### src/logic/fabric_pkg.sv
package fabric_pkg;

  // widths are fixed by the line frame and the bus
  localparam int addr_w = 8;
  localparam int data_w = 8;
  localparam int id_w   = 2;

  localparam int num_slaves = 3;

  // 3-bit line patterns, oldest sample in the msb
  localparam logic [2:0] frame_start   = 3'b111;
  localparam logic [2:0] frame_confirm = 3'b101;
  localparam logic [2:0] frame_cancel  = 3'b110;

  typedef logic [addr_w-1:0] addr_t;
  typedef logic [data_w-1:0] data_t;

  // 0 = no slave, 1..3 select a slave
  typedef logic [id_w-1:0] slave_id_t;

  typedef enum logic [1:0] {
    OWN_NONE,
    OWN_M1,
    OWN_M2
  } owner_t;

endpackage : fabric_pkg

### src/logic/line_if.sv
`timescale 1ns/1ps

// events from one master's line decoder, grant back from the arbiter
interface line_if;

  logic                  req;          // one cycle, after second id bit
  fabric_pkg::slave_id_t slave_id;     // valid with req
  logic                  confirm;
  logic                  cancel;
  logic                  release_bus;
  logic                  grant;        // level

  modport decoder (
    output req, slave_id, confirm, cancel, release_bus,
    input  grant
  );

  modport arbiter (
    input  req, slave_id, confirm, cancel, release_bus,
    output grant
  );

endinterface : line_if

### src/logic/line_decoder.sv
`timescale 1ns/1ps

module line_decoder (
  input  logic   clk,
  input  logic   rstn,
  input  logic   line,
  line_if.decoder ev
);

  typedef enum logic [1:0] {
    LD_IDLE,
    LD_ID,
    LD_WAIT,
    LD_XFER
  } ld_state_t;

  ld_state_t  state;
  logic [2:0] hist;   // last three samples, newest in bit 0
  logic [1:0] gcnt;   // samples taken under grant, saturates at 2
  logic [2:0] win;    // window including the sample taken this edge
  logic [1:0] id_now; // both id bits as seen on the second id edge

  assign win    = {hist[1:0], line};
  assign id_now = {hist[0], line};

  always_ff @(posedge clk or negedge rstn) begin
    if (!rstn) begin
      state          <= LD_IDLE;
      hist           <= '0;
      gcnt           <= '0;
      ev.req         <= 1'b0;
      ev.confirm     <= 1'b0;
      ev.cancel      <= 1'b0;
      ev.release_bus <= 1'b0;
    end else begin
      hist           <= {hist[1:0], line};
      ev.req         <= 1'b0; // all events are single-cycle pulses
      ev.confirm     <= 1'b0;
      ev.cancel      <= 1'b0;
      ev.release_bus <= 1'b0;

      case (state)
        LD_IDLE: begin
          gcnt <= '0;
          // three ones already sampled, this edge takes the first id bit
          if (hist == fabric_pkg::frame_start) state <= LD_ID;
        end

        LD_ID: begin
          ev.req <= 1'b1;
          // id 0 is never granted, so don't wait for it
          state  <= (id_now == '0) ? LD_IDLE : LD_WAIT;
        end

        LD_WAIT: begin
          if (!ev.grant) begin
            if (gcnt != '0) state <= LD_IDLE; // grant taken away
          end else if (gcnt != 2'd2) begin
            gcnt <= gcnt + 2'd1;
          end else if (win == fabric_pkg::frame_confirm) begin
            ev.confirm <= 1'b1;
            state      <= LD_XFER;
          end else if (win == fabric_pkg::frame_cancel) begin
            ev.cancel <= 1'b1;
            state     <= LD_IDLE;
          end
        end

        LD_XFER: begin
          if (!ev.grant) begin
            state <= LD_IDLE;
          end else if (hist[1:0] == 2'b10) begin // line fell last edge
            ev.release_bus <= 1'b1;
            state          <= LD_IDLE;
          end
        end

        default: state <= LD_IDLE;
      endcase
    end
  end

  always_ff @(posedge clk) begin
    if (state == LD_ID) ev.slave_id <= id_now;
  end

  // the arbiter keeps grant up through the cycle of any event
  a_event_under_grant: assert property (
    @(posedge clk) disable iff (!rstn)
      (ev.confirm || ev.cancel || ev.release_bus) |-> ev.grant
  ) else $error("line event seen without grant");

endmodule : line_decoder

### src/logic/bus_arbiter.sv
`timescale 1ns/1ps

module bus_arbiter (
  input  logic               clk,
  input  logic               rstn,
  line_if.arbiter            m1,
  line_if.arbiter            m2,
  output logic               m1_com,
  output logic               m2_com,
  output fabric_pkg::owner_t owner,
  output fabric_pkg::slave_id_t sel_slave
);

  typedef enum logic [1:0] {
    ARB_IDLE,
    ARB_GRANT,
    ARB_XFER
  } arb_state_t;

  arb_state_t state;

  logic                  m1_pend;
  logic                  m2_pend;
  fabric_pkg::slave_id_t m1_id;
  fabric_pkg::slave_id_t m2_id;

  logic set_m1;
  logic set_m2;
  logic take_m1;
  logic take_m2;
  logic own_confirm;
  logic own_cancel;
  logic own_release;

  // id 0 dropped, and the owner can't queue behind itself
  assign set_m1 = m1.req && (m1.slave_id != '0) && (owner != fabric_pkg::OWN_M1);
  assign set_m2 = m2.req && (m2.slave_id != '0) && (owner != fabric_pkg::OWN_M2);

  // fixed priority, master 1 first
  assign take_m1 = (state == ARB_IDLE) && m1_pend;
  assign take_m2 = (state == ARB_IDLE) && m2_pend && !m1_pend;

  // only the owner's events count
  assign own_confirm = (owner == fabric_pkg::OWN_M1 && m1.confirm) ||
                       (owner == fabric_pkg::OWN_M2 && m2.confirm);
  assign own_cancel  = (owner == fabric_pkg::OWN_M1 && m1.cancel) ||
                       (owner == fabric_pkg::OWN_M2 && m2.cancel);
  assign own_release = (owner == fabric_pkg::OWN_M1 && m1.release_bus) ||
                       (owner == fabric_pkg::OWN_M2 && m2.release_bus);

  assign m1.grant = (owner == fabric_pkg::OWN_M1);
  assign m2.grant = (owner == fabric_pkg::OWN_M2);

  always_ff @(posedge clk or negedge rstn) begin
    if (!rstn) begin
      m1_pend <= 1'b0;
      m2_pend <= 1'b0;
    end else begin
      if (take_m1)     m1_pend <= 1'b0;
      else if (set_m1) m1_pend <= 1'b1;
      if (take_m2)     m2_pend <= 1'b0;
      else if (set_m2) m2_pend <= 1'b1;
    end
  end

  always_ff @(posedge clk) begin
    if (set_m1) m1_id <= m1.slave_id;
    if (set_m2) m2_id <= m2.slave_id;
  end

  always_ff @(posedge clk or negedge rstn) begin
    if (!rstn) begin
      state     <= ARB_IDLE;
      owner     <= fabric_pkg::OWN_NONE;
      sel_slave <= '0;
      m1_com    <= 1'b0;
      m2_com    <= 1'b0;
    end else begin
      case (state)
        ARB_IDLE: begin
          if (take_m1) begin
            state     <= ARB_GRANT;
            owner     <= fabric_pkg::OWN_M1;
            sel_slave <= m1_id;
          end else if (take_m2) begin
            state     <= ARB_GRANT;
            owner     <= fabric_pkg::OWN_M2;
            sel_slave <= m2_id;
          end
        end

        ARB_GRANT: begin
          if (own_confirm) begin
            state  <= ARB_XFER;
            m1_com <= (owner == fabric_pkg::OWN_M1);
            m2_com <= (owner == fabric_pkg::OWN_M2);
          end else if (own_cancel) begin
            state     <= ARB_IDLE; // declined, nothing transferred
            owner     <= fabric_pkg::OWN_NONE;
            sel_slave <= '0;
          end
        end

        ARB_XFER: begin
          if (own_release) begin
            state     <= ARB_IDLE;
            owner     <= fabric_pkg::OWN_NONE;
            sel_slave <= '0;
            m1_com    <= 1'b0;
            m2_com    <= 1'b0;
          end
        end

        default: state <= ARB_IDLE;
      endcase
    end
  end

  // a granted master always has a real slave behind it
  a_grant_has_slave: assert property (
    @(posedge clk) disable iff (!rstn) (m1.grant || m2.grant) |-> (sel_slave != '0)
  ) else $error("grant without a selected slave");

  a_com_needs_grant: assert property (
    @(posedge clk) disable iff (!rstn) (m1_com |-> m1.grant) and (m2_com |-> m2.grant)
  ) else $error("com level without grant");

endmodule : bus_arbiter

### src/logic/bus_mux.sv
`timescale 1ns/1ps

module bus_mux (
  input  fabric_pkg::owner_t    owner,
  input  fabric_pkg::slave_id_t sel_slave,
  input  fabric_pkg::addr_t     m1_addr,
  input  fabric_pkg::addr_t     m2_addr,
  input  fabric_pkg::data_t     m1_wdata,
  input  fabric_pkg::data_t     m2_wdata,
  input  logic                  m1_valid,
  input  logic                  m2_valid,
  input  logic                  m1_last,
  input  logic                  m2_last,
  output fabric_pkg::data_t     m1_rdata,
  output fabric_pkg::data_t     m2_rdata,
  output logic                  m1_ready,
  output logic                  m2_ready,
  output fabric_pkg::addr_t     s_addr,
  output fabric_pkg::data_t     s_wdata,
  output logic                  s_last,
  output logic                  s_valid [fabric_pkg::num_slaves],
  input  fabric_pkg::data_t     s_rdata [fabric_pkg::num_slaves],
  input  logic                  s_ready [fabric_pkg::num_slaves]
);

  logic              own_valid;
  fabric_pkg::data_t sel_rdata;
  logic              sel_ready;

  always_comb begin
    s_addr    = m1_addr;
    s_wdata   = m1_wdata;
    s_last    = m1_last;
    own_valid = 1'b0; // no owner, no valid
    case (owner)
      fabric_pkg::OWN_M1: begin
        own_valid = m1_valid;
      end
      fabric_pkg::OWN_M2: begin
        s_addr    = m2_addr;
        s_wdata   = m2_wdata;
        s_last    = m2_last;
        own_valid = m2_valid;
      end
      default: ;
    endcase

    sel_rdata = '0;
    sel_ready = 1'b0;
    for (int i = 0; i < fabric_pkg::num_slaves; i++) begin
      // slave id i+1 sits at index i
      s_valid[i] = own_valid && (sel_slave == fabric_pkg::slave_id_t'(i + 1));
      if (sel_slave == fabric_pkg::slave_id_t'(i + 1)) begin
        sel_rdata = s_rdata[i];
        sel_ready = s_ready[i];
      end
    end

    m1_rdata = (owner == fabric_pkg::OWN_M1) ? sel_rdata : '0;
    m2_rdata = (owner == fabric_pkg::OWN_M2) ? sel_rdata : '0;
    m1_ready = (owner == fabric_pkg::OWN_M1) && sel_ready; // non-owner held off
    m2_ready = (owner == fabric_pkg::OWN_M2) && sel_ready;
  end

endmodule : bus_mux

### src/logic/bus_fabric.sv
`timescale 1ns/1ps

module bus_fabric (
  input  logic              clk,
  input  logic              rstn,
  input  logic              m1_line,
  input  logic              m2_line,
  output logic              m1_gnt,
  output logic              m2_gnt,
  output logic              m1_com,
  output logic              m2_com,
  input  fabric_pkg::addr_t m1_addr,
  input  fabric_pkg::addr_t m2_addr,
  input  fabric_pkg::data_t m1_wdata,
  input  fabric_pkg::data_t m2_wdata,
  input  logic              m1_valid,
  input  logic              m2_valid,
  input  logic              m1_last,
  input  logic              m2_last,
  output fabric_pkg::data_t m1_rdata,
  output fabric_pkg::data_t m2_rdata,
  output logic              m1_ready,
  output logic              m2_ready,
  output fabric_pkg::addr_t s_addr,
  output fabric_pkg::data_t s_wdata,
  output logic              s_last,
  output logic              s_valid [fabric_pkg::num_slaves],
  input  fabric_pkg::data_t s_rdata [fabric_pkg::num_slaves],
  input  logic              s_ready [fabric_pkg::num_slaves]
);

  fabric_pkg::owner_t    owner;
  fabric_pkg::slave_id_t sel_slave;

  line_if m1_if ();
  line_if m2_if ();

  assign m1_gnt = m1_if.grant;
  assign m2_gnt = m2_if.grant;

  line_decoder dec_m1_i (.clk(clk), .rstn(rstn), .line(m1_line), .ev(m1_if.decoder));
  line_decoder dec_m2_i (.clk(clk), .rstn(rstn), .line(m2_line), .ev(m2_if.decoder));

  bus_arbiter arb_i (
    .clk(clk), .rstn(rstn),
    .m1(m1_if.arbiter), .m2(m2_if.arbiter),
    .m1_com(m1_com), .m2_com(m2_com),
    .owner(owner), .sel_slave(sel_slave)
  );

  bus_mux mux_i (
    .owner(owner), .sel_slave(sel_slave),
    .m1_addr(m1_addr), .m2_addr(m2_addr),
    .m1_wdata(m1_wdata), .m2_wdata(m2_wdata),
    .m1_valid(m1_valid), .m2_valid(m2_valid),
    .m1_last(m1_last), .m2_last(m2_last),
    .m1_rdata(m1_rdata), .m2_rdata(m2_rdata),
    .m1_ready(m1_ready), .m2_ready(m2_ready),
    .s_addr(s_addr), .s_wdata(s_wdata), .s_last(s_last),
    .s_valid(s_valid), .s_rdata(s_rdata), .s_ready(s_ready)
  );

endmodule : bus_fabric

### config.mk
export PLATFORM = sky130hd
export DESIGN_NAME = bus_fabric
export DESIGN_NICKNAME = d
export VERILOG_FILES = /design/src/logic/fabric_pkg.sv /design/src/logic/line_if.sv /design/src/logic/line_decoder.sv /design/src/logic/bus_arbiter.sv /design/src/logic/bus_mux.sv /design/src/logic/bus_fabric.sv
export SDC_FILE = /design/constraint.sdc
export NUM_CORES = 1
export LEC_CHECK = 0
export BUFFER_PORTS_ARGS = -buffer_cell sky130_fd_sc_hd__buf_2
export CAP_MARGIN = 20
export CORE_MARGIN = 2
export CORE_UTILIZATION = 47
export CTS_CLUSTER_DIAMETER = 40
export CTS_CLUSTER_SIZE = 16
export DETAILED_ROUTE_END_ITERATION = 7
export PLACE_DENSITY = 0.8
export SKIP_LAST_GASP = 1
export SYNTH_ARGS = -nofsm -noshare
export SYNTH_HDL_FRONTEND = slang
export SYNTH_SLANG_ARGS = --single-unit
export TNS_END_PERCENT = 30
### constraint.sdc
create_clock -name clk -period 2.13 [get_ports clk]
set_input_delay 0.1065 -clock clk [delete_from_list [all_inputs] [get_ports clk]]
set_output_delay 0.1065 -clock clk [all_outputs]
set_load 0.01 [all_outputs]
==> results.ini <==
[floorplanning]
fp.dieH_um = 75.98
dieArea_um2 = 5772
die_w_um = 75.98
coreArea_um2 = 5042
rows = 26
pin_count = 109
initial_core_util_pct = 48.29

[final_layout]
final_cell_mix = buf_2, dfrtp_1, mux2_2
antenna_cells = 0
fillers = 413
fin_nets = 423
layout_commonest_cell = buf_2
syn_to_final_growth_pct = 31.09
drive_gt1_share_pct = 44.64
multi_input_comb_area_um2 = 1309
final_area_um2 = 3192
register_area_um2 = 1041

[place]
placed_cell_area_um2 = 3045
dp_hpwl_um = 4449
gp_congestion = 0.8437
io_buffers = 108

[synthesis]
synth_flop_cell = dfrtp_1
syn-cell-area_um2 = 2435
yosys.cell_types.count = 41
synthArstFlopShare_pct = 80.00
synth_nets = 313
seq_area_frac_synth_pct = 42.75
syn_avg_cell_area_um2 = 10.41
synth_edf_count = 8
syn_inst = 234
ys_warn_count = 0
ys_ff_latch = 40

[sta]
rsz0062_at_grt = false
fmax_mhz = 505.5
fin_setup_tns_ns = 0
period_share_pct = 92.88
slew_viol_final = 0
tightest_slew_ns = 0.7442
hold_violations = 0
layout_min_cycle_time_ns = 1.978
finClkSkew_ns = 0.003554
finalSetupViolCount = 0
slew_headroom_pct = 50.39

[detailed_routing]
wire_per_inst_um = 14.26
drc = 0
vias = 2206
drtIter0Drc = 87
firstDrtPassIters = 4
avgViaCountPerCell = 5.316
routed_wl_um = 5916
postRouteAntennaNets = 0

[global_routing]
gr-usage-all-layers_pct = 20.77
antenna_found_initial = 0
grt_pass1_vias = 2242
grt_pass1_wl_um = 9791
gr-total-overflow = 0
grt_max_degree = 35

[power_and_ir_drop]
peakVddDrop_uv = 461.6
leakage_uw = 0.001547
power_uw = 3141
powerDensity_nw_per_um2 = 984.0

[critical_path]
endpoint_kind = primary output
regToRegEndpoint = arb_i.owner[0]$_DFFE_PN0P_
reg2reg_depth = 6
rr_startpoint = arb_i.owner[1]$_DFFE_PN0P_
critical_path.startpoint_type = flip-flop
cp-startpoint = arb_i.owner[0]$_DFFE_PN0P_
crit_path_max_fanout = 34
cp.arrival_ns = 1.87
required_ns = 2.02
path_class = reg -> out
r2r_setup_slack_ns = 0.24

[cts]
root_buffer = clkbuf_8
htree_levels = 2
cts_tree = done
clk_path_buf_depth = 2
cts.sinks = 40
cts_setup_buffers = 0
numCtsBuffers = 5
path_clk_slew_ns = 0.08
clock_latency_ns = 0.29

[flow_run]
maxCapViolations = 0

[outcome]
status = finished, final reports clean

[min_path]
hold_path_class = in -> async

critical path: stages, from the launching register on:
cell	delay, ns
dfrtp_1	0.42
inv_1	0.08
ha_2	0.27
buf_12	0.22
a22oi_1	0.12
nor2_2	0.17
and3_1	0.17
buf_2	0.13
timing repair:
action                                 4_1_cts  5_1_grt
setup endpoints to repair                    0        3
resized for setup                            0        2
endpoints found under the hold margin       34        0
hold buffers                                 3        0
sequential cells by signal, indices dropped and copies added, names as in the netlist, 2 cells and up:
register,flops
dec_m1_i.hist,3
dec_m2_i.hist,3
arb_i.m1_id,2
arb_i.m2_id,2
arb_i.owner,2
arb_i.sel_slave,2
arb_i.state,2
dec_m1_i.ev.slave_id,2
dec_m1_i.gcnt,2
dec_m1_i.state,2
dec_m2_i.ev.slave_id,2
dec_m2_i.gcnt,2
dec_m2_i.state,2
cells in the mapped netlist (5+ instances only):
master / count / area [um^2]
o21ai_0: 5 / 25.02
edfxtp_1: 8 / 240.2
nor3b_1: 7 / 52.55
nand2_1: 11 / 41.29
a22oi_1: 10 / 75.07
a21oi_1: 7 / 35.03
and2_1: 5 / 31.28
mux2_2: 29 / 326.6
nand3_1: 6 / 30.03
nor2_1: 24 / 90.09
a22o_1: 11 / 96.34
dfrtp_1: 32 / 800.8
nor2b_1: 16 / 100.1
inv_1: 10 / 37.54
ha_1: 12 / 150.1
buf_2: 6 / 30.03
logic make-up (layout without fill, tap and decap cells):
kind of cell             count (synthesis)  after routing  share of synthesized area, %
buffers and inverters                   21            132                         3.700
AO/OA/AOI/OAI                           45             45                         13.67
flip-flops                              40             40                         42.75
adder cells (fa/ha/maj)                 12             12                         6.166
AND/OR/NAND/NOR                         82             82                         18.09
multiplexers                            33             33                         15.26
XOR/XNOR                                 1              1                        0.3598
final cells by class:
type	count	share of cell area (%)
multi-input cells	173	41.00
flip-flops and latches	40	32.61
repair buffers	114	18.97
well taps	70	2.744
clock buffers	5	2.156
clock inverters	3	1.333
inverters	10	1.176
worst max-delay path by stage:
stage | end | slack (ns) | cells past startpoint
4_1_cts | s_valid[0] | 0.06 | 7
6_report | s_valid[0] | 0.15 | 7
3_5_place_dp | dec_m2_i.gcnt[0]$_DFFE_PN0P_ | 0.19 | 6
3_3_place_gp | dec_m2_i.gcnt[0]$_DFFE_PN0P_ | 0.28 | 6
2_1_floorplan | arb_i.state[0]$_DFFE_PN0P_ | 0.44 | 7
5_1_grt | s_valid[1] | 0.02 | 8
per-layer routing:
layer	wire, um	GRT usage, %	up-vias
met4	114	9.273	0
li1	-	-	1062
met2	3036	37.59	79
met3	266	3.791	13
met5	0	0	-
met1	2498	23.94	1052
stage by stage:
| stage | util, % | hold WS [ns] | worst slack, ns | std cells |
|---|---|---|---|---|
| 6_report | 63.30 | 0.4119 | 0.1517 | 415 |
| 3_5_place_dp | 60.40 | 0.2116 | 0.1929 | 404 |
| 2_1_floorplan | - | -0.1891 | 0.4438 | 234 |
| 5_1_grt | 63.30 | 0.4556 | 0.02153 | 415 |
| 3_3_place_gp | 60.40 | 0.2064 | 0.2836 | 404 |
| 4_1_cts | 63.20 | 0.4239 | 0.05832 | 415 |
where the power goes:
part	total, uW	internal, uW	switching [uW]	leakage [uW]
clock network	619	347	272	0.0000558
registers	1030	886	144	0.000494
logic	1490	738	754	0.000997
Power figures use the tool's default switching activity.
